[src/common/datapathPkg.sv]
package datapathPkg;

    localparam int XLEN = 32;

    typedef logic [XLEN-1:0] wordT;

    localparam int REG_COUNT  = 32;
    localparam int REG_ADDR_W = $clog2(REG_COUNT);

    typedef logic [REG_ADDR_W-1:0] regAddrT;

    // HI in the upper word, LO in the lower word
    typedef logic [2*XLEN-1:0] hiLoT;

endpackage

[src/hdl/regFile.sv]
module regFile (
    input  logic                 clk,
    input  logic                 rstN,
    input  logic                 issueValid,
    input  logic                 regWrite,
    input  logic                 regDst,
    input  logic                 mulOp,
    input  logic                 illegal,
    input  logic                 moveOk,
    input  datapathPkg::regAddrT rs,
    input  datapathPkg::regAddrT rt,
    input  datapathPkg::regAddrT rd,
    input  datapathPkg::wordT    aluResult,
    input  datapathPkg::wordT    mulResult,
    output datapathPkg::wordT    rsData,
    output datapathPkg::wordT    rtData,
    output logic                 wbValid,
    output datapathPkg::regAddrT wbAddr,
    output datapathPkg::wordT    wbData,
    output logic                 badInstr
);
    import datapathPkg::*;

    wordT    regs [REG_COUNT];
    regAddrT destAddr;
    wordT    result;
    logic    wrEn;

    assign rsData = (rs == '0) ? '0 : regs[rs];
    assign rtData = (rt == '0) ? '0 : regs[rt];

    assign destAddr = regDst ? rd : rt;
    assign result   = mulOp ? mulResult : aluResult;
    assign wrEn     = issueValid && regWrite && moveOk && (destAddr != '0);

    always_ff @(posedge clk)
    begin
        if (!rstN)
        begin
            for (int i = 0; i < REG_COUNT; i++)
                regs[i] <= '0;
            wbValid  <= 1'b0;
            badInstr <= 1'b0;
        end
        else
        begin
            if (wrEn)
                regs[destAddr] <= result;
            wbValid  <= wrEn;
            badInstr <= issueValid && illegal;
        end
    end

    // Writeback report payload
    always_ff @(posedge clk)
    begin
        wbAddr <= destAddr;
        wbData <= result;
    end

endmodule

[config.mk]
export PLATFORM = sky130hd
export DESIGN_NAME = regFile
export DESIGN_NICKNAME = d
export VERILOG_FILES = /design/src/common/datapathPkg.sv /design/src/hdl/regFile.sv
export SDC_FILE = /design/constraint.sdc
export NUM_CORES = 2
export LEC_CHECK = 0
export ABC_AREA = 1
export BUFFER_PORTS_ARGS = -buffer_cell sky130_fd_sc_hd__buf_2
export CAP_MARGIN = 15
export CELL_PAD_IN_SITES_DETAIL_PLACEMENT = 1
export CELL_PAD_IN_SITES_GLOBAL_PLACEMENT = 1
export CORE_ASPECT_RATIO = 1.1
export CORE_UTILIZATION = 47
export CTS_CLUSTER_SIZE = 25
export DETAILED_ROUTE_END_ITERATION = 10
export PLACE_DENSITY_LB_ADDON = 0.2
export SLEW_MARGIN = 20
export SYNTH_ARGS = -nofsm -noshare
export SYNTH_HDL_FRONTEND = slang
export SYNTH_SLANG_ARGS = --single-unit
export TNS_END_PERCENT = 1
[constraint.sdc]
create_clock -name clk -period 3 [get_ports clk]
set_input_delay 0.3 -clock clk [delete_from_list [all_inputs] [get_ports clk]]
set_output_delay 0.3 -clock clk [all_outputs]
set_load 0.01 [all_outputs]
After elaboration in Yosys (flattened, before gate mapping)
Memory sizes are Yosys's and may differ from the RTL's.
Index checks and enable logic that the tools add are counted.
Word-level totals
  register bits: 39
  RAM bits: 1024
  input bits: 87
  output and inout bits: 103
  logic and storage cells: 24
  memories: 1
Memory list
  regs: words 32, width 32, read ports 2, clocked after Yosys merged registers in 0, write ports 32, RTL line regFile.sv:24  | wordT regs [REG_COUNT];
Operators by class
  mux-type cells: 11
  reductions and logical operators: 8
Operator list (number)
  $mux W32: 4
  $reduce_or A32 Y1: 1
  $logic_not A5 Y1: 2
  $mux W5: 2
  $mux W1: 5
  $reduce_bool A5 Y1: 1
  $logic_and A1 B1 Y1: 4

Logic depth before layout (Yosys ltp)
  word-level depth: 8
  mapped depth: 13
  depth with buffers taken out: 9

Least setup slack after synthesis
Ideal clock, no wire load.
  path kind: input-to-reg
  start point: in regDst
  end point: mem regs[13][0] in the netlist's numbering (enable)
  library setup time: 389 ps
  arrival: 2221 ps
  required time: 2611 ps
  path slack: 390 ps
  stages: 7
  path buffers: 2
  cell sequence: buf_6 nand2_1 o21ai_2 nor3_4 nand2_4 buf_6 nand2_1
RTL lines
  start: declaration: RTL line regFile.sv:6  | input logic regDst,
  end: declaration: RTL line regFile.sv:24

Worst setup path after layout
  start point: in rt[0]
  end point: out rtData[9]
On the way
  longest elaborated chain between the ends: 2
  elaborated cells on any way between the ends: 3
  classes of those cells: 1 x mux; 1 x reduce/logical; 1 x memory
RTL lines
  start: declaration: RTL line regFile.sv:11  | input datapathPkg::regAddrT rt,
  $mem_v2 Z32 W32 or $logic_not A5 Y1 (tied branches)
  $mux W32 *: RTL line regFile.sv:30  | assign rtData = (rt == '0) ? '0 : regs[rt];
  end: declaration: RTL line regFile.sv:16  | output datapathPkg::wordT rtData,
Mark *: on every way between the ends. The rest lies on a longest branch, timed or not.

==> reports/metrics.yaml <==
ys_types: 26
syn_area_per_cell_um2: 7.863
cap_violations: 0
worst_slew_pin_slew_ps: 993.8
clkSlewWorstSetupHoldPaths_ps: 60
place.gp.congestion: 0.9245
rsz0062_at_grt: "no"
fmax_ghz: 0.3373
yosysTopAreaCellShare_pct: 52.97
crit_arrival_ps: 2660
finalSetupViolCount: 0
crit_chain: "buf_8 -> inv_8 -> buf_12 -> buf_4 -> o21ai_0 -> o21ai_0 -> nor2_1 -> nor2_1 -> nor2_1 -> nor2_1 -> buf_2"
ys_seq_elements: 1063
grt_start_max_net_pins: 124
crit_path_end_kind: "output port"
cp-start-kind: "input port"
dp_slack_ps: 193.2
postCtsHoldBufs: 16
dieHeight_um: 370.6
fp.dieW_um: 337.1
synth_top_cell_by_area: "edfxtp_1"
path_common_cell: "nor2_1"
root_buffer: "clkbuf_16"
crit_family: "buffers and inverters"
syn_area_um2: 58060
viasPerCell: 6.241
post_cts_resized: 0
drt_wl_total_um: 244100
grt_pass1_wl_um: 360300
top_level_ports: 190
grt_pass1_vias: 58590
cpPeakStageDelay_ps: 450
cts_inserted_buffers: 118
ant_nets: 0
startpoint: "rt[0]"
fillerInstances: 14700
slew_headroom_pct: 33.74
post_dp_cell_area_um2: 62280
htreeDepth: 3
whs_ps: 54.19
vias: 56950
worst_path_max_delay_cell: "nor2_1"
yosysSeqAreaShare_pct: 54.31
worst_slack_ps: 35.09
numPortBuffers: 189
synth-edff-count: 1024
stdcell_area_um2: 66460
drcViolationCount: 0
cts_sinks: 1063
ys.flop_type: "edfxtp_1"
min_from: "aluResult[29]"
antenna_found_initial: 12
cts.path.max_buffers: 3
start_util_pct: 47.63
synth_area_leaders: "edfxtp_1 (53%), nand2_1 (17%), nand3_1 (12%)"
critPathBufInv: 5
cts_tree: "yes"
slew_viol_final: 0
placementRows: 134
die-area_um2: 124900
drt_pass1_iterations: 6
min_period_over_period_pct: 98.83
grt-ovfl-total: 0
fin_crit_ps: 2965
status: "finished, final reports clean"
ys_warn_count: 0
p_leak_uw: 0.02832
drive_above_1_share_pct: 11.81
setup.worst_path.class: "in -> out"
fin_util_pct: 54.52
ir_worst_vdd_mv: 0.4381
crit_cells: 11
setup-tns-final_ps: 0
worstPathMaxFanout: 42
cts_setup_buffers: 0
synth_cells: 7383
diodes: 0
min_path_cells: 4
hold_viol: 0
grt_usage_pct: 38.76
drt-initial-drc-count: 6841
coreArea_um2: 121900
powerDensity_nw_per_um2: 580.1
required_ps: 2700
area_growth_pct: 14.47
dp_hpwl_um: 148200
wire_per_inst_um: 26.76
async_flop_share_pct: 0
fin_nets: 7478
hold_class: "in -> reg"
## logic make-up (layout without fill, tap and decap cells)
group,after synthesis,count (layout),synth area share [%]
and+or+nand+nor,5272,5272,37.76
buffers and inverters,762,840,5.425
AOI/OAI and AO/OA,285,285,2.502
DFF,1063,1063,54.31
other,1,32,0.006459
## flip-flops by register name, indices dropped and copies added (netlist names)
register  cells
regs       1024
wbData       32
wbAddr        5
badInstr      1
wbValid       1
## cell usage after synthesis, types with 2 or more instances
library cell,count
clkbuf_1,455
nand3_1,1367
edfxtp_1,1024
inv_2,9
nor2_1,1193
inv_1,108
o21ai_1,35
nand3_2,7
buf_1,84
buf_6,25
buf_2,81
dfxtp_1,39
nand2_1,2583
nor2_2,107
a21oi_1,100
o21ai_0,145
o21ai_2,4
nor3_1,2
nand2_4,8
## power by group
group	internal [µW]	switching [µW]	total (µW)
Combinational	1580	4120	5700
Sequential	17000	449	17500
Clock	9000	6360	15400
## per-layer routing
layer  track usage, %  vias to the layer above  part of all wire, %
li1                 -                    24280                    -
met1            48.99                    28280                   37
met2            63.27                     3551                   47
met3            7.533                      829                   11
met4            19.48                       12                  5.0
met5                0                        -                0.032
## layout by cell type, fill, tap and decap left out, types with 2 or more instances in the layout
cell type | synthesis | layout
nand2_2 | 0 | 39
nand2_4 | 8 | 8
dfxtp_1 | 39 | 39
o21ai_4 | 1 | 18
buf_12 | 0 | 91
o21ai_2 | 4 | 19
inv_1 | 108 | 103
bufinv_16 | 0 | 15
edfxtp_1 | 1024 | 1024
o21ai_0 | 145 | 145
o21ai_1 | 35 | 3
nor2_2 | 107 | 107
inv_2 | 9 | 6
clkbuf_8 | 0 | 14
dlygate4sd3_1 | 0 | 16
nor2_1 | 1193 | 1193
buf_8 | 0 | 4
clkbuf_1 | 455 | 18
clkinv_2 | 0 | 25
nand3_2 | 7 | 9
nand2_1 | 2583 | 2544
nand3_1 | 1367 | 1365
buf_6 | 25 | 2
clkinv_1 | 0 | 23
a21oi_1 | 100 | 100
conb_1 | 1 | 32
buf_2 | 81 | 180
buf_4 | 0 | 209
nor3_1 | 2 | 2
inv_6 | 0 | 4
clkinvlp_4 | 0 | 3
inv_8 | 0 | 4
clkbuf_16 | 0 | 122
## stage by stage
| stage | instances | power, µW |
|---|---|---|
| 6_report | 9124 | 38550 |
| 2_1_floorplan | 7414 | 20710 |
| 3_3_place_gp | 8887 | 23040 |
| 5_1_grt | 9124 | 39500 |
| 3_5_place_dp | 8887 | 23250 |
| 4_1_cts | 9124 | 38410 |
## final timing paths
| path | slack (ps) | to |
|---|---|---|
| min | 50 | wbData[29]$_DFF_P_ |
| max | 40 | rtData[9] |
## final cells by class
class                           instances  area (µm²)  area share, %
Timing Repair Buffer                  502        4534          6.823
Multi-Input combinational cell       5589       23850          35.88
Clock buffer                          154        3313          4.985
Inverter                              117       481.7         0.7248
Tap cell                             1632        2042          3.073
Sequential cell                      1063       31530          47.44
Clock inverter                         67       708.2          1.066
## worst min-delay path, cell delays in order
cell     delay (ps)
buf_2            80
o21ai_2          40
buf_4           250
inv_1            90
Power figures use the tool's default switching activity.
