File: config.mk
export PLATFORM = sky130hd
export DESIGN_NAME = instrLatch
export DESIGN_NICKNAME = d
export VERILOG_FILES = /design/src/common/datapathPkg.sv /design/src/common/isaPkg.sv /design/src/hdl/instrLatch.sv
export SDC_FILE = /design/constraint.sdc
export NUM_CORES = 1
export LEC_CHECK = 0
export CAP_MARGIN = 20
export CORE_MARGIN = 4
export CORE_UTILIZATION = 35
export DETAILED_ROUTE_END_ITERATION = 16
export DONT_BUFFER_PORTS = 1
export HOLD_SLACK_MARGIN = 0.05
export PLACE_DENSITY = 0.56
export RECOVER_POWER = 50
export SLEW_MARGIN = 20
export SYNTH_ARGS = -nofsm -noshare
export SYNTH_HDL_FRONTEND = slang
export SYNTH_SLANG_ARGS = --single-unit
File: constraint.sdc
create_clock -name clk -period 1.9 [get_ports clk]
set_clock_uncertainty 0.15 [all_clocks]
set_input_delay 0.19 -clock clk [delete_from_list [all_inputs] [get_ports clk]]
set_output_delay 0.19 -clock clk [all_outputs]
set_load 0.1 [all_outputs]
File: src/common/datapathPkg.sv
package datapathPkg;

    localparam int XLEN = 32;

    typedef logic [XLEN-1:0] wordT;

    localparam int REG_COUNT  = 32;
    localparam int REG_ADDR_W = $clog2(REG_COUNT);

    typedef logic [REG_ADDR_W-1:0] regAddrT;

    // HI in the upper word, LO in the lower word
    typedef logic [2*XLEN-1:0] hiLoT;

endpackage

File: src/common/isaPkg.sv
package isaPkg;

    localparam int OPCODE_W = 6;
    localparam int FUNC_W   = 6;
    localparam int SHAMT_W  = 5;
    localparam int IMM_W    = 16;

    typedef logic [OPCODE_W-1:0] opcodeT;
    typedef logic [FUNC_W-1:0]   funcT;
    typedef logic [SHAMT_W-1:0]  shamtT;
    typedef logic [IMM_W-1:0]    immT;

    // Primary opcodes
    localparam opcodeT OP_SPECIAL  = 6'h00;
    localparam opcodeT OP_SPECIAL2 = 6'h1C;
    localparam opcodeT OP_ADDI     = 6'h08;
    localparam opcodeT OP_ADDIU    = 6'h09;
    localparam opcodeT OP_SLTI     = 6'h0A;
    localparam opcodeT OP_SLTIU    = 6'h0B;
    localparam opcodeT OP_ANDI     = 6'h0C;
    localparam opcodeT OP_ORI      = 6'h0D;
    localparam opcodeT OP_XORI     = 6'h0E;
    localparam opcodeT OP_LUI      = 6'h0F;

    // SPECIAL function codes
    localparam funcT FN_SLL   = 6'h00;
    localparam funcT FN_SRL   = 6'h02;
    localparam funcT FN_SRA   = 6'h03;
    localparam funcT FN_SLLV  = 6'h04;
    localparam funcT FN_SRLV  = 6'h06;
    localparam funcT FN_SRAV  = 6'h07;
    localparam funcT FN_MOVZ  = 6'h0A;
    localparam funcT FN_MOVN  = 6'h0B;
    localparam funcT FN_MFHI  = 6'h10;
    localparam funcT FN_MTHI  = 6'h11;
    localparam funcT FN_MFLO  = 6'h12;
    localparam funcT FN_MTLO  = 6'h13;
    localparam funcT FN_MULT  = 6'h18;
    localparam funcT FN_MULTU = 6'h19;
    localparam funcT FN_ADD   = 6'h20;
    localparam funcT FN_ADDU  = 6'h21;
    localparam funcT FN_SUB   = 6'h22;
    localparam funcT FN_SUBU  = 6'h23;
    localparam funcT FN_AND   = 6'h24;
    localparam funcT FN_OR    = 6'h25;
    localparam funcT FN_XOR   = 6'h26;
    localparam funcT FN_NOR   = 6'h27;
    localparam funcT FN_SLT   = 6'h2A;
    localparam funcT FN_SLTU  = 6'h2B;

    // SPECIAL2 function codes
    localparam funcT FN_MADD  = 6'h00;
    localparam funcT FN_MADDU = 6'h01;
    localparam funcT FN_MUL   = 6'h02;
    localparam funcT FN_MSUB  = 6'h04;
    localparam funcT FN_MSUBU = 6'h05;

    // Immediate forms share the ALU selection of their register form
    localparam funcT FN_ADDI  = FN_ADD;
    localparam funcT FN_SLTI  = FN_SLT;
    localparam funcT FN_SLTIU = FN_SLTU;
    localparam funcT FN_ANDI  = FN_AND;
    localparam funcT FN_ORI   = FN_OR;
    localparam funcT FN_XORI  = FN_XOR;

endpackage

File: src/hdl/instrLatch.sv
module instrLatch (
    input  logic                 clk,
    input  logic                 rstN,
    input  logic                 instrValid,
    input  datapathPkg::wordT    instr,
    output logic                 issueValid,
    output isaPkg::opcodeT       opcode,
    output isaPkg::funcT         funcCode,
    output datapathPkg::regAddrT rs,
    output datapathPkg::regAddrT rt,
    output datapathPkg::regAddrT rd,
    output isaPkg::shamtT        shamt,
    output isaPkg::immT          imm
);
    import datapathPkg::*;

    wordT instrQ;

    always_ff @(posedge clk)
    begin
        if (!rstN)
            issueValid <= 1'b0;
        else
            issueValid <= instrValid;
    end

    always_ff @(posedge clk)
    begin
        if (instrValid)
            instrQ <= instr;
    end

    // Field split
    assign opcode   = instrQ[31:26];
    assign rs       = instrQ[25:21];
    assign rt       = instrQ[20:16];
    assign rd       = instrQ[15:11];
    assign shamt    = instrQ[10:6];
    assign funcCode = instrQ[5:0];
    assign imm      = instrQ[15:0];

endmodule

# Word-level counts from Yosys, hierarchy flattened
# Index checks and enable logic that the tools add are counted.
# totals
out_inout_bits,49
inputBits,35
register_bits,33
elab_cells,2

# Logic depth before layout (Yosys ltp)
# logic_depth
ltp_word,0
ltp_mapped,1
mapped_depth_nobuf,1

# Worst setup path before layout
# No wires, ideal clock.
# synth_path
kind,reg-to-output
from,reg instrQ[0]
to,out imm[0]
n_path_buf,1
t_required_ps,1560
stages_incl_launch_ff,2
t_arrival_ps,1347
slack_ps,213
path_cell_list,edfxtp_1 buf_4
# synth_rtl
item,line_no,text
"start, declared",instrLatch.sv:17,wordT instrQ;
"start signal, assigned",instrLatch.sv:30,instrQ <= instr;
"end, declared",instrLatch.sv:13,output isaPkg::immT imm
# No word-level cell between the ends.

# Worst setup path in the final report
# layout_path
from,in instrValid
to,"reg instrQ[2], enable pin"
# layout_rtl
item,line_no,text
"start, declared",instrLatch.sv:4,"input logic instrValid,"
# No word-level cell between the ends.

==> results_dict.tcl <==
set metrics [dict create \
    status "finished, final reports clean" \
    nets 160 \
    areaGrowthSynthToFinish_pct 95.5 \
    wl_met3_um 370 \
    path_cells "dlygate4sd3_1 -> clkbuf_2" \
    irDropWorstVdd_mv 0.748 \
    drt-initial-drc-count 7 \
    leakagePower_nw 0.877 \
    p_seq_share_pct 38.5 \
    grt_pass1_vias 724 \
    place_congestion 0.662 \
    clock_path_buffers 2 \
    synth_nets 85 \
    die_area_um2 4130 \
    drv_cap 0 \
    cp_data_arrival_time_ns 1.35 \
    placed_cells 127 \
    dominantRegCellSynth "edfxtp_1" \
    numCtsBuffers 5 \
    die_w_um 64.2 \
    internal_power_mw 1.43 \
    core_area_um2 3030 \
    first_pass_iters 2 \
    p_sw_share_pct 39.6 \
    syn_avg_cell_area_um2 22.1 \
    cp_num_buf_inv 2 \
    slew_viol_final 0 \
    htreeDepth 2 \
    track_usage_pct 13.4 \
    power.density_nw_per_um2 1090 \
    fin_setup_tns_ns 0 \
    io_buffers 0 \
    grt_overflow 0 \
    rsz0062_at_grt "false" \
    dr_total_vias 689 \
    highest_layer "met4" \
    antenna_found_initial 0 \
    synth_top_area_share_pct 86.8 \
    crit_slowest_cell "clkbuf_2" \
    finalWirelength_um 2590 \
    hold_class "primary input to flip-flop" \
    post-cts-setup-buffers 0 \
    fmax_mhz 652 \
    p_sw_mw 0.935 \
    async_flop_share_pct 0 \
    path_delay_family "buffers and inverters" \
    grt_pass1_wl_um 3970 \
    synth_top_cell_by_area "edfxtp_1" \
    wire_per_inst_um 15.2 \
    n_antenna_cell 0 \
    drc_errors 0 \
    slew_headroom_pct 48.0 \
    power_frac_clock_pct 22.9 \
    yosys_register_bits 33 \
    required_ns 1.71 \
    fill_cells 178 \
    timing.final.crit_period_ns 1.53 \
    start_util_pct 36.6 \
    grt_max_degree 34 \
    cts_tree "yes" \
    yosysWarnings 0 \
    ant_nets 0 \
    synth-edff-count 32 \
    vias_per_cell 4.05 \
    max_stage_delay_ns 0.61 \
    netlist_instances 50 \
    rows 20 \
    cp-start-kind "primary input" \
    finalSetupViolations 0 \
    cp-end-kind "flip-flop" \
    synth.distinct_cells 4 \
    ios 84 \
    critical_path_class "primary input to flip-flop" \
    fp.dieH_um 64.2 \
    path_clk_slew_ns 0.10 \
    final_cells 170 \
    ys_seq_area_share_pct 88.6 \
    netlist_top_cells_area "edfxtp_1, buf_4, dfxtp_1, and2_1" \
    synth.most_common_cell "edfxtp_1" \
    wl_met1_um 935 \
    period_share_pct 80.8 \
    clockRootBuffer "clkbuf_4" \
    path_max_fanout 33 \
    worst_pin_slew_ns 0.780 \
    pwr-share-comb_pct 38.6 \
    synthesis.area_um2 1110 \
    route.met2.wl_um 1260 \
    cts_sinks 33 \
    synth_common_cells "edfxtp_1, buf_4, and2_1, dfxtp_1" \
    hold_violations 0 \
    drive_gt1_share_pct 46.0 \
]
[per-layer routing]
layer	global-route usage [%]	vias up
met4	3.96	0
met3	8.26	4
met1	14.7	310
met5	0	-
met2	21.4	58
li1	-	317
[sequential cells by signal, indices dropped and copies added, names as in the netlist]
name / flops
issueValid: 1
instrQ: 32
[cells by family (layout without fill, tap and decap cells)]
logic type | after synthesis | after routing | synth area share [%]
DFF | 33 | 33 | 88.6
buffers and inverters | 16 | 92 | 10.8
and+or+nand+nor | 1 | 1 | 0.565
[metrics by stage]
stage          hold slack, ns  setup slack [ns]  utilization [%]  instance area, um^2  power [mW]
2_1_floorplan           0.139             0.213                -                 1110        1.54
3_3_place_gp            0.139             0.819             57.1                 1730        1.77
3_5_place_dp            0.139             0.801             57.1                 1730        1.77
4_1_cts                 0.309             0.420             72.0                 2180        2.39
5_1_grt                 0.293             0.287             71.5                 2160        2.45
6_report                0.332             0.365             71.5                 2160        2.36
[what timing repair did]
item | 4_1_cts | 5_1_grt
gates resized for setup | 0 | 0
hold endpoints to repair | 65 | 0
hold buffers | 35 | 0
setup endpoints to repair | 0 | 0
[power by group through the flow]
| stage | Combinational, mW | Clock (mW) | Sequential [mW] |
|---|---|---|---|
| 2_1_floorplan | 0.237 | 0 | 1.31 |
| 3_3_place_gp | 0.847 | 0 | 0.923 |
| 3_5_place_dp | 0.845 | 0 | 0.926 |
| 4_1_cts | 0.918 | 0.563 | 0.909 |
| 5_1_grt | 0.929 | 0.600 | 0.917 |
| 6_report | 0.911 | 0.542 | 0.909 |
[cell type report]
type                            count  area [um^2]  area share [%]
Sequential cell                    33          981            45.3
Tap cell                           44         55.1            2.54
Multi-Input combinational cell      1         6.26           0.289
Timing Repair Buffer               84         1030            47.7
Clock inverter                      2         37.5            1.73
Clock buffer                        6         51.3            2.37
[cell usage in the layout, fill, tap and decap left out]
master / count
and2_1: 1
buf_16: 16
buf_4: 33
bufinv_16: 1
clkbuf_2: 1
clkbuf_4: 5
clkbuf_8: 1
clkinvlp_4: 1
dfxtp_1: 1
dlygate4sd3_1: 34
edfxtp_1: 32
[worst paths after layout]
check / end / start / depth (start not counted) / slack, ns
setup / recovery: instrQ[2]$_DFFE_PP_ / instrValid / 2 / 0.37
hold / removal: instrQ[29]$_DFFE_PP_ / instr[29] / 1 / 0.33
Power figures use the tool's default switching activity.
