$ cat src/common/isaPkg.sv
package isaPkg;

    localparam int OPCODE_W = 6;
    localparam int FUNC_W   = 6;
    localparam int SHAMT_W  = 5;
    localparam int IMM_W    = 16;

    typedef logic [OPCODE_W-1:0] opcodeT;
    typedef logic [FUNC_W-1:0]   funcT;
    typedef logic [SHAMT_W-1:0]  shamtT;
    typedef logic [IMM_W-1:0]    immT;

    // Primary opcodes
    localparam opcodeT OP_SPECIAL  = 6'h00;
    localparam opcodeT OP_SPECIAL2 = 6'h1C;
    localparam opcodeT OP_ADDI     = 6'h08;
    localparam opcodeT OP_ADDIU    = 6'h09;
    localparam opcodeT OP_SLTI     = 6'h0A;
    localparam opcodeT OP_SLTIU    = 6'h0B;
    localparam opcodeT OP_ANDI     = 6'h0C;
    localparam opcodeT OP_ORI      = 6'h0D;
    localparam opcodeT OP_XORI     = 6'h0E;
    localparam opcodeT OP_LUI      = 6'h0F;

    // SPECIAL function codes
    localparam funcT FN_SLL   = 6'h00;
    localparam funcT FN_SRL   = 6'h02;
    localparam funcT FN_SRA   = 6'h03;
    localparam funcT FN_SLLV  = 6'h04;
    localparam funcT FN_SRLV  = 6'h06;
    localparam funcT FN_SRAV  = 6'h07;
    localparam funcT FN_MOVZ  = 6'h0A;
    localparam funcT FN_MOVN  = 6'h0B;
    localparam funcT FN_MFHI  = 6'h10;
    localparam funcT FN_MTHI  = 6'h11;
    localparam funcT FN_MFLO  = 6'h12;
    localparam funcT FN_MTLO  = 6'h13;
    localparam funcT FN_MULT  = 6'h18;
    localparam funcT FN_MULTU = 6'h19;
    localparam funcT FN_ADD   = 6'h20;
    localparam funcT FN_ADDU  = 6'h21;
    localparam funcT FN_SUB   = 6'h22;
    localparam funcT FN_SUBU  = 6'h23;
    localparam funcT FN_AND   = 6'h24;
    localparam funcT FN_OR    = 6'h25;
    localparam funcT FN_XOR   = 6'h26;
    localparam funcT FN_NOR   = 6'h27;
    localparam funcT FN_SLT   = 6'h2A;
    localparam funcT FN_SLTU  = 6'h2B;

    // SPECIAL2 function codes
    localparam funcT FN_MADD  = 6'h00;
    localparam funcT FN_MADDU = 6'h01;
    localparam funcT FN_MUL   = 6'h02;
    localparam funcT FN_MSUB  = 6'h04;
    localparam funcT FN_MSUBU = 6'h05;

    // Immediate forms share the ALU selection of their register form
    localparam funcT FN_ADDI  = FN_ADD;
    localparam funcT FN_SLTI  = FN_SLT;
    localparam funcT FN_SLTIU = FN_SLTU;
    localparam funcT FN_ANDI  = FN_AND;
    localparam funcT FN_ORI   = FN_OR;
    localparam funcT FN_XORI  = FN_XOR;

endpackage

$ cat src/decoder/decoder.sv
module decoder (
    input  isaPkg::opcodeT opCode,
    input  isaPkg::funcT   funcCode,
    output logic           regDst,
    output logic           aluOp,
    output logic           mulOp,
    output logic           aluSrc,
    output logic           regWrite,
    output logic           shiftSel,
    output logic           immZero,
    output logic           illegal,
    output isaPkg::funcT   func
);
    import isaPkg::*;

    always_comb
    begin
        regDst   = 1'b0;
        aluOp    = 1'b0;
        mulOp    = 1'b0;
        aluSrc   = 1'b0;
        regWrite = 1'b0;
        shiftSel = 1'b0;
        immZero  = 1'b0;
        illegal  = 1'b0;
        func     = '0;

        case (opCode)
            OP_SPECIAL:
                case (funcCode)
                    FN_ADD, FN_ADDU, FN_SUB, FN_SUBU, FN_SLL, FN_SLLV, FN_SRA,
                    FN_SRAV, FN_SRL, FN_SRLV, FN_AND, FN_NOR, FN_OR, FN_XOR,
                    FN_MOVN, FN_MOVZ, FN_SLT, FN_SLTU:
                        begin
                            regDst   = 1'b1;
                            func     = funcCode;
                            aluOp    = 1'b1;
                            regWrite = 1'b1;
                        end

                    // HI/LO writers, no register result
                    FN_MULT, FN_MULTU, FN_MTHI, FN_MTLO:
                        begin
                            func  = funcCode;
                            aluOp = 1'b1;
                        end

                    // Read back through the HI/LO unit
                    FN_MFHI, FN_MFLO:
                        begin
                            regDst   = 1'b1;
                            func     = funcCode;
                            mulOp    = 1'b1;
                            regWrite = 1'b1;
                        end

                    default:
                        illegal = 1'b1;
                endcase

            OP_SPECIAL2:
                case (funcCode)
                    FN_MADD, FN_MADDU, FN_MSUB, FN_MSUBU:
                        begin
                            func  = funcCode;
                            mulOp = 1'b1;
                        end

                    FN_MUL:
                        begin
                            regDst   = 1'b1;
                            func     = FN_MUL;
                            mulOp    = 1'b1;
                            regWrite = 1'b1;
                        end

                    default:
                        illegal = 1'b1;
                endcase

            OP_ADDI, OP_ADDIU, OP_SLTI, OP_SLTIU:
                begin
                    case (opCode)
                        OP_SLTI:  func = FN_SLTI;
                        OP_SLTIU: func = FN_SLTIU;
                        default:  func = FN_ADDI;
                    endcase
                    aluOp    = 1'b1;
                    aluSrc   = 1'b1;
                    regWrite = 1'b1;
                end

            // Logical immediates are zero extended
            OP_ANDI, OP_ORI, OP_XORI:
                begin
                    case (opCode)
                        OP_ANDI: func = FN_ANDI;
                        OP_ORI:  func = FN_ORI;
                        default: func = FN_XORI;
                    endcase
                    aluOp    = 1'b1;
                    aluSrc   = 1'b1;
                    immZero  = 1'b1;
                    regWrite = 1'b1;
                end

            OP_LUI:
                begin
                    func     = FN_ADD;
                    aluOp    = 1'b1;
                    aluSrc   = 1'b1;
                    shiftSel = 1'b1;
                    regWrite = 1'b1;
                end

            default:
                illegal = 1'b1;
        endcase
    end

endmodule

$ cat config.mk
export PLATFORM = sky130hd
export DESIGN_NAME = decoder
export DESIGN_NICKNAME = d
export VERILOG_FILES = /design/src/common/isaPkg.sv /design/src/decoder/decoder.sv
export SDC_FILE = /design/constraint.sdc
export NUM_CORES = 1
export LEC_CHECK = 0
export BUFFER_PORTS_ARGS = -buffer_cell sky130_fd_sc_hd__buf_2
export CORE_AREA = 5 5 42 44
export DETAILED_ROUTE_END_ITERATION = 16
export DIE_AREA = 0 0 47 49
export GPL_ROUTABILITY_DRIVEN = 1
export PLACE_DENSITY_LB_ADDON = 0.2
export SLEW_MARGIN = 20
export SYNTH_ARGS = -nofsm -noshare
export SYNTH_HDL_FRONTEND = slang
export SYNTH_SLANG_ARGS = --single-unit
$ cat constraint.sdc
create_clock -name vclk -period 1.8
set_clock_uncertainty 0.1 [all_clocks]
set_input_delay 0.27 -clock vclk [all_inputs]
set_output_delay 0.27 -clock vclk [all_outputs]
set_load 0.1 [all_outputs]
==> Word level (Yosys, flattened, before mapping) <==
Index checks and enable logic that the tools add are counted.
Widths: inputs -> output; s select.
{ "totals": {"elab_cells": 65, "register_bits": 0, "inputBits": 12, "output_inout_bits": 14} }
{ "classes": {"n_reduce_logical": 11, "muxes": 20, "eq_ne": 34} }
{ "ops": {"columns": ["cell", "count"], "rows": [
  ["$eq 6x4->1 const B", 10],
  ["$eq 6x6->1 const B", 10],
  ["$eq 6x5->1 const B", 7],
  ["$pmux 6 s5", 1],
  ["$eq 6x3->1 const B", 4],
  ["$reduce_or 24->1", 1],
  ["$reduce_or 22->1", 1],
  ["$reduce_or 20->1", 1],
  ["$eq 6x2->1 const B", 2],
  ["$logic_not 6->1", 2],
  ["$pmux 6 s2", 1],
  ["$mux 1", 10],
  ["$pmux 4 s2", 1],
  ["$reduce_or 4->1", 2],
  ["$reduce_or 8->1", 1],
  ["$eq 6x1->1 const B", 1],
  ["$mux 6", 1],
  ["$pmux 1 s2", 3],
  ["$pmux 1 s3", 2],
  ["$reduce_or 5->1", 1],
  ["$pmux 2 s2", 1],
  ["$reduce_or 3->1", 1],
  ["$reduce_or 2->1", 1]
]} }

==> Logic depth before layout (Yosys ltp) <==
Gate-level depths: netlist of run 1.
{ "depth": {"ltp_word": 4, "ltp_mapped": 6, "ltp_nobuf": 5} }

==> Worst setup path after synthesis of run 1 <==
OpenSTA, ideal clock, no wires.
{ "synth_path": {"kind": "input to output", "from": "in opCode[5]", "to": "out func[2]", "arrival_time_ns": 3.870, "stages": 5, "path_slack_ns": -2.440, "path_buffers": 0, "t_required_ns": 1.430, "cell_sequence": "nor2_2 nand2_1 a211oi_1 or2_0 o22a_1"} }
{ "synth_via": {"elab_chain_cells": 3, "word_cells_on_any_way": 13, "classes_between": "eq/ne (9); mux (1); reduce/logical (3)"} }
{ "synth_rtl": {"columns": ["item", "line_no", "rtl"], "rows": [
  ["start, declared", "decoder.sv:2", "input isaPkg::opcodeT opCode,"],
  ["$eq 6x4->1", "decoder.sv:28", "case (opCode)"],
  ["$reduce_or 4->1 or $reduce_or 3->1 (tied branches)", null, null],
  ["$pmux 6 s5 *", "decoder.sv:28", null],
  ["end, declared", "decoder.sv:12", "output isaPkg::funcT func"]
]} }
Mark *: on every way between the ends. The rest lies on a longest branch, timed or not.

==> Worst setup path in the final report of run 1 <==
{ "layout_path": {"from": "in funcCode[4]", "to": "out func[1]"} }
{ "layout_via": {"elab_chain_cells": 4, "word_cells_on_any_way": 31, "classes_between": "eq/ne (25); mux (3); reduce/logical (3)"} }
{ "layout_rtl": {"columns": ["item", "line_no", "rtl"], "rows": [
  ["start, declared", "decoder.sv:3", "input isaPkg::funcT funcCode,"],
  ["$eq 6x2->1, or another cell as far along", "decoder.sv:30, decoder.sv:62", null],
  ["$reduce_or 24->1 (no line) or $reduce_or 4->1 (tied branches)", null, null],
  ["$mux 6 or $pmux 6 s2 (tied branches)", "decoder.sv:30, decoder.sv:62", null],
  ["$pmux 6 s5 *", "decoder.sv:28", null]
]} }
Marked as above.

==> results.py, run 1 <==
metrics = {
    "status": {
        "status": "finished with violations",
        "violations": "setup timing",
    },
    "worst_setup_path": {
        "crit_path_cell_trace": "buf_4 > o32ai_4 > nor3_4 > buf_6 > a221o_4 > buf_12",
        "critPathSlowestCell": "a221o_4",
        "start_kind": "input pin",
        "crit_arrival_ns": 1.51,
        "critPathBufInv": 3,
        "critPathKind": "in2out",
        "crit_required_ns": 1.43,
        "cp_max_fo": 7,
        "end_kind": "output pin",
        "path_delay_family": "compound AO/OA/AOI/OAI gates",
        "slowest_delay_ns": 0.38,
    },
    "synthesis": {
        "synth_nets": 65,
        "syn_area_sq_um": 389,
        "yosysTopAreaCellShare_pct": 7.07,
        "ys_warn_count": 0,
        "synth_area_per_cell_sq_um": 7.34,
        "ys_top_cells_by_area": "o32ai_4, nor2_1, a32o_1",
        "synth_cell_type_count": 37,
        "synth_seq_area_share_pct": 0,
        "yosys.area.top_type": "o32ai_4",
        "syn_inst": 53,
    },
    "floorplanning": {
        "dieArea_sq_mm": 0.00230,
        "core_area_sq_mm": 0.00140,
        "initial_core_util_pct": 27.8,
        "dieHeight_microns": 49,
        "fp.dieW_microns": 47,
        "boundaryPins": 26,
        "fp-row-count": 14,
    },
    "grt": {
        "grt_start_max_net_pins": 8,
        "grt_pass1_vias": 681,
        "overflow": 0,
        "globalRouteTotalUtil_pct": 18.9,
        "grt_pass1_wl_microns": 3340,
        "antenna_found_initial": 0,
    },
    "timing": {
        "fin_ws_ns": -0.0773,
        "worst_pin_slew_ns": 0.269,
        "slew-limit-headroom_pct": 81.9,
        "rsz0062_at_grt": "true",
        "min_period_ns": 1.88,
        "hold_viol_final": 0,
        "min_period_over_period_pct": 104,
        "finalSetupViolCount": 7,
        "slew_violations": 0,
        "fmax_mhz": 533,
    },
    "final_layout": {
        "n_clock_buffer": 0,
        "layout.cells.non_filler": 124,
        "fin_nets": 122,
        "seq_cell_count": 0,
        "register_area_sq_um": 0,
        "area_growth_syn_to_layout_pct": 221,
        "antenna_cells": 0,
        "drive_above_1_share_pct": 86.1,
    },
    "run": {
        "maxCapViolCount": 0,
    },
    "power_and_ir_drop": {
        "power_density_mw_per_mm2": 226,
        "ir_drop_uv": 145,
        "leakagePower_nw": 0.515,
    },
    "placed_design": {
        "place.gp.congestion": 0.785,
        "post-place-cells": 117,
        "pre_cts_slack_ns": -0.122,
        "post-dp-hpwl_microns": 1400,
        "io_buffers": 26,
    },
    "routing": {
        "drt-wirelength-per-cell_microns": 19.7,
        "drtIter0Drc": 19,
        "dr_total_vias": 666,
        "vias_per_cell": 5.37,
        "firstDrtPassIters": 4,
        "drc": 0,
        "postRouteAntennaNets": 0,
        "routed_wl_microns": 2440,
    },
    "clock_tree": {
        "cts_hold_buf": 0,
    },
    "min_path": {
        "min_path_type": "in2out",
    },
}
==> synth_stat cells (all sizes together) <==
cell type,n
o21bai,1
o22ai,1
or2,1
a211oi,1
a221o,1
a21boi,2
o31a,1
nor3b,1
a31oi,1
o32ai,1
a32o,2
o31ai,1
o21ba,1
inv,4
nand3,2
nand4,1
nor4,1
nor2b,1
o21ai,3
o22a,1
nor2,8
a21oi,3
nand2,5
and2,1
o21a,1
buf,1
nor3,2
xor2,1
nor4b,1
a21o,2
==> power by group <==
group          internal, W  switching [W]
logic             0.000120       0.000162
registers                0              0
clock network            0              0
total             0.000120       0.000162
==> logic make-up after synthesis <==
group	synth area share (%)
AOI/OAI and AO/OA	49.8
buffers and inverters	7.71
xor gates and xnor gates	2.25
and+or+nand+nor	40.2
==> cells in the final DEF (no fill, tap or decap), types with 2 or more instances in the layout <==
cell and instances:
nand2_4 2, inv_1 2, nor2_4 3, nor2_2 4, buf_2 6, buf_4 30, nand2_1 2, buf_12 14
o21ai_4 2, a21oi_4 2, buf_6 5, a21o_4 2, a21boi_0 2
==> per-stage QoR <==
step	utilization, %	instance area [sq um]	hold slack (ns)	total power [W]	TNS (ns)
after floorplan	-	546	0.623	0.000128	-1.36
after detailed placement	75.9	1060	0.947	0.000238	-0.786
after global routing	89.1	1250	0.924	0.000294	-0.443
after global placement	75.9	1060	0.937	0.000235	-0.438
final	89.1	1250	0.919	0.000282	-0.172
after CTS	83.3	1170	0.897	0.000256	-0.329
==> worst min-delay path: stages <==
cell,delay (ns)
buf_8,0.09
buf_4,0.10
a21o_4,0.12
buf_12,0.16
==> timing repair <==
action	in CTS	in global routing
gates cloned	0	0
gates resized for setup	16	19
endpoints found under the setup margin	9	11
setup buffers	5	4
pin swaps	5	12
endpoints found under the hold margin	0	0
==> layer usage <==
metal	global-route usage [%]	vias up	routed length, microns
met5	0	-	0
met4	2.76	0	23
met3	1.85	2	88
met2	32.8	23	1410
met1	24.7	328	912
li1	-	313	-
==> cell type report <==
type                       instances  area, sq um
multi-input combinational         48          601
timing repair buffer              56          607
tap                               16         20.0
fill                              62          153
inverter                           4         21.3
==> path summary, 6_finish.rpt <==
check / startpoint / to / slack (ns) / depth (start not counted)
setup / recovery: funcCode[4] / func[1] / -0.08 / 6
hold / removal: funcCode[5] / func[5] / 0.92 / 4
Note: power is estimated with default switching activity, not from simulation.
==> run 2: changes to the inputs <==
--- a/config.mk
+++ b/config.mk
@@ -6,9 +6,9 @@
 export NUM_CORES = 1
 export LEC_CHECK = 0
 export BUFFER_PORTS_ARGS = -buffer_cell sky130_fd_sc_hd__buf_2
-export CORE_AREA = 5 5 42 44
+export CORE_AREA = 2 2 39 41
 export DETAILED_ROUTE_END_ITERATION = 16
-export DIE_AREA = 0 0 47 49
+export DIE_AREA = 0 0 41 43
 export GPL_ROUTABILITY_DRIVEN = 1
 export PLACE_DENSITY_LB_ADDON = 0.2
 export SLEW_MARGIN = 20
==> run 2 against run 1 <==
Against the previous run:
- the run still ends with setup timing left
- cell area is 6.3% lower
- hold slack better by 0.064 ns
- global-route usage is 1.5 points higher
- cell count is 2.4% lower
- setup slack worse by 0.064 ns
- critical path type unchanged
- critical endpoint unchanged
- largest power group unchanged
==> results.py, run 2 (same netlist as run 1, synthesis figures left out) <==
metrics = {
    "final_layout": {
        "area_growth_syn_to_layout_pct": 201,
        "register_area_sq_um": 0,
        "final_util_pct": 84.5,
        "final_cell_mix": "buf_4, buf_12, buf_2",
        "n_clock_buffer": 0,
        "seq_cell_count": 0,
        "antenna_cells": 0,
        "fin_nets": 119,
        "fillers": 75,
        "drive_above_1_share_pct": 81.9,
        "final_common_cell": "buf_4",
    },
    "grt": {
        "globalRouteTotalUtil_pct": 20.4,
        "grt_start_max_net_pins": 9,
        "overflow": 0,
        "grt_pass1_vias": 610,
        "antenna_found_initial": 0,
        "grt_pass1_wl_microns": 2620,
    },
    "status": {
        "status": "finished with violations",
        "violations": "setup timing",
    },
    "routing": {
        "firstDrtPassIters": 3,
        "routed_wl_microns": 1930,
        "postRouteAntennaNets": 0,
        "drt-wirelength-per-cell_microns": 15.9,
        "vias_per_cell": 5.39,
        "drc": 0,
        "dr_total_vias": 652,
        "drtIter0Drc": 7,
    },
    "placed_design": {
        "place.gp.congestion": 0.805,
        "post-dp-hpwl_microns": 1370,
        "io_buffers": 26,
        "pre_cts_slack_ns": -0.117,
    },
    "worst_setup_path": {
        "critPathKind": "in2out",
        "crit_required_ns": 1.43,
        "start_kind": "input pin",
        "crit_arrival_ns": 1.57,
        "cp_max_fo": 5,
        "end_kind": "output pin",
    },
    "floorplanning": {
        "dieArea_sq_mm": 0.00176,
        "fp.dieW_microns": 41,
        "initial_core_util_pct": 28.1,
        "boundaryPins": 26,
        "dieHeight_microns": 43,
        "core_area_sq_mm": 0.00138,
        "fp-row-count": 14,
    },
    "power_and_ir_drop": {
        "p_comb_share_pct": 100.0,
        "ir_drop_uv": 166,
        "leakagePower_nw": 0.483,
        "power.internal_w": 0.000106,
        "p_clk_share_pct": 0,
        "seqPwrFrac_pct": 0,
        "power_density_mw_per_mm2": 219,
        "p_total_w": 0.000256,
        "switching_share_pct": 58.7,
        "power_switching_w": 0.000150,
    },
    "timing": {
        "min_period_ns": 1.94,
        "hold_viol_final": 0,
        "worst_pin_slew_ns": 0.268,
        "fmax_mhz": 515,
        "fin_worst_hold_slack_ns": 0.983,
        "rsz0062_at_grt": "true",
        "slew_violations": 0,
        "finalSetupViolCount": 5,
        "fin_ws_ns": -0.141,
        "slew-limit-headroom_pct": 81.9,
        "min_period_over_period_pct": 108,
    },
    "min_path": {
        "holdPathStages": 4,
        "hold_start": "funcCode[4]",
        "min_path_type": "in2out",
        "holdPathEnd": "mulOp",
    },
    "run": {
        "maxCapViolCount": 0,
    },
    "clock_tree": {
        "cts_hold_buf": 0,
    },
}
## run 2: cell types whose count changed in the layout (fill, tap and decap cells not counted), sizes merged
| cell | delta |
|---|---|
| buf | -3 |
## run 2: how the worst max path moves through the flow
stage / startpoint / end
floorplan: opCode[5] / func[2]
global placement: funcCode[5] / func[1]
detailed placement: funcCode[5] / func[1]
CTS: funcCode[5] / func[1]
global route: funcCode[5] / func[1]
finish: funcCode[5] / func[1]
## run 2: per-layer routing
metal | global-route usage [%] | vias up | part of all wire [%]
met5 | 0 | - | 0
met4 | 1.33 | 0 | 3.1
met3 | 3.66 | 6 | 5.5
met2 | 37.5 | 27 | 56
met1 | 23.7 | 313 | 35
li1 | - | 306 | -
## run 2: what timing repair did
action / CTS / global route
cloned: 0 / 0
pin swaps: 2 / 7
setup buffers: 0 / 5
resized for setup: 5 / 11
endpoints found under the setup margin: 9 / 9
## run 2: metrics by stage
stage	area (sq um)	TNS, ns	std cells
5_1_grt	1170	-0.702	121
3_5_place_dp	1060	-0.609	116
6_report	1170	-0.462	121
4_1_cts	1080	-0.505	116
3_3_place_gp	1060	-0.356	116
2_1_floorplan	546	-1.36	53
## run 2: layout make-up
type | instances | area, sq um | area share, %
Tap cell | 16 | 20.0 | 1.71
Inverter | 4 | 21.3 | 1.82
Multi-Input combinational cell | 48 | 569 | 48.7
Timing Repair Buffer | 53 | 559 | 47.8
## run 2: worst max-delay path: stages
cell	delay, ns
buf_8	0.10
inv_4	0.05
a21oi_4	0.05
o32ai_4	0.33
nor3_4	0.07
buf_6	0.14
a221o_4	0.39
buf_12	0.17
## run 2: power groups by stage
stage	Sequential [W]	Clock, W	Combinational (W)
after floorplan	0	0	0.000128
after global placement	0	0	0.000233
after detailed placement	0	0	0.000238
after CTS	0	0	0.000242
after global routing	0	0	0.000266
final	0	0	0.000256
==> run 3: changes to the inputs <==
--- a/config.mk
+++ b/config.mk
@@ -6,11 +6,13 @@
 export NUM_CORES = 1
 export LEC_CHECK = 0
 export BUFFER_PORTS_ARGS = -buffer_cell sky130_fd_sc_hd__buf_2
+export CAP_MARGIN = 25
 export CORE_AREA = 2 2 39 41
 export DETAILED_ROUTE_END_ITERATION = 16
 export DIE_AREA = 0 0 41 43
 export GPL_ROUTABILITY_DRIVEN = 1
-export PLACE_DENSITY_LB_ADDON = 0.2
+export PLACE_DENSITY = 0.69
+export SKIP_LAST_GASP = 1
 export SLEW_MARGIN = 20
 export SYNTH_ARGS = -nofsm -noshare
 export SYNTH_HDL_FRONTEND = slang
==> run 3 against run 2 <==
Against the previous run:
- the run still ends with setup timing left
- clock-buffer cell count did not move
- fmax increased by 1.2%
- global-route usage increased by 1.3 points
- wire length down 2.5%
- cell area is 0.32% lower
- via count fell by 6.4%
- non-clock buffer count down 3
- die area stayed put
- critical path type unchanged
- largest cell class unchanged
- highest routed layer unchanged
==> results.py, run 3 (same netlist as run 1, synthesis figures left out) <==
metrics = {
    "worst_setup_path": {
        "start_kind": "input pin",
        "path_delay_family": "compound AO/OA/AOI/OAI gates",
        "end_kind": "output pin",
        "slowest_delay_ns": 0.39,
        "critPathKind": "in2out",
        "crit_arrival_ns": 1.55,
        "path_common_cell": "buf_4",
        "cp_max_fo": 6,
        "critPathSlowestCell": "a221o_4",
        "crit_path_cell_trace": "buf_4 > a21oi_4 > o32ai_4 > nor3_4 > buf_4 > a221o_4 > buf_12",
        "critPathBufInv": 3,
        "crit_required_ns": 1.43,
    },
    "final_layout": {
        "n_clock_buffer": 0,
        "area_growth_syn_to_layout_pct": 200,
        "final_util_pct": 84.3,
        "final_cell_mix": "buf_4, buf_12, buf_2",
        "final_common_cell": "buf_4",
        "fin_nets": 116,
        "antenna_cells": 0,
        "seq_cell_count": 0,
        "layout.cells.non_filler": 118,
        "drive_above_1_share_pct": 82.4,
        "register_area_sq_um": 0,
    },
    "power_and_ir_drop": {
        "leakagePower_nw": 0.469,
        "ir_drop_uv": 128,
        "p_total_w": 0.000258,
        "power_density_mw_per_mm2": 222,
    },
    "status": {
        "status": "finished with violations",
        "violations": "setup timing",
    },
    "grt": {
        "overflow": 0,
        "grt_pass1_vias": 672,
        "grt_start_max_net_pins": 7,
        "globalRouteTotalUtil_pct": 21.7,
        "grt_pass1_wl_microns": 2770,
        "antenna_found_initial": 0,
    },
    "routing": {
        "drt-wirelength-per-cell_microns": 15.9,
        "routed_wl_microns": 1880,
        "dr_total_vias": 610,
        "postRouteAntennaNets": 0,
        "drc": 0,
        "drtIter0Drc": 1,
        "vias_per_cell": 5.17,
        "firstDrtPassIters": 3,
    },
    "timing": {
        "slew_violations": 0,
        "rsz0062_at_grt": "true",
        "fmax_mhz": 521,
        "slew-limit-headroom_pct": 78.7,
        "min_period_over_period_pct": 107,
        "hold_viol_final": 0,
        "fin_worst_hold_slack_ns": 0.979,
        "finalSetupViolCount": 6,
        "worst_pin_slew_ns": 0.317,
        "min_period_ns": 1.92,
        "fin_ws_ns": -0.118,
    },
    "placed_design": {
        "post-dp-hpwl_microns": 1380,
        "post-place-cells": 115,
        "pre_cts_slack_ns": -0.119,
        "io_buffers": 26,
        "place.gp.congestion": 0.709,
    },
    "floorplanning": {
        "fp-row-count": 14,
        "initial_core_util_pct": 28.1,
        "dieHeight_microns": 43,
        "fp.dieW_microns": 41,
        "core_area_sq_mm": 0.00138,
        "boundaryPins": 26,
        "dieArea_sq_mm": 0.00176,
    },
    "min_path": {
        "min_path_type": "in2out",
    },
    "run": {
        "maxCapViolCount": 0,
    },
    "clock_tree": {
        "cts_hold_buf": 0,
    },
}
==> run 3: changes by cell type in the layout (fill, tap and decap cells not counted), sizes merged <==
cell    before  now
clkbuf       0    2
buf         53   48
==> run 3: metrics by stage <==
step | setup TNS [ns] | cell area (sq um)
6_report | -0.286 | 1170
5_1_grt | -0.519 | 1170
4_1_cts | -0.574 | 1070
3_5_place_dp | -0.784 | 1050
3_3_place_gp | -0.426 | 1050
2_1_floorplan | -1.36 | 546
==> run 3: per-layer routing <==
layer / routed length (microns) / GRT usage [%] / vias to the layer above
met4: 23 / 2.67 / 0
li1: - / - / 303
met5: 0 / 0 / -
met2: 1030 / 41.3 / 20
met3: 84 / 2.09 / 2
met1: 737 / 24.5 / 285
==> run 3: repair_timing <==
item	CTS	global route
hold endpoints to repair	0	0
resized for setup	6	15
buffers inserted	0	4
pin swaps	0	9
endpoints found under the setup margin	9	11
==> run 3: area by class of cell <==
class              count  area [sq um]
repair buffers        50           542
multi-input cells     48           583
inverters              4          21.3
well taps             16          20.0
fillers               84           218
==> run 3: worst paths after layout <==
check / from / depth (start not counted) / slack [ns] / to
setup / recovery: funcCode[3] / 7 / -0.12 / func[1]
hold / removal: funcCode[5] / 4 / 0.98 / func[5]
==> run 3: tightest hold or removal path: cells and delay by family <==
kind                   cells  cell delay, ns
AOI/OAI and AO/OA          1            0.14
buffers and inverters      3            0.40
==> run 3: report_power, final <==
part | switching, W | leakage [nW] | internal (W)
clock network | 0 | 0 | 0
logic | 0.000151 | 0.469 | 0.000107
registers | 0 | 0 | 0
total | 0.000151 | 0.469 | 0.000107
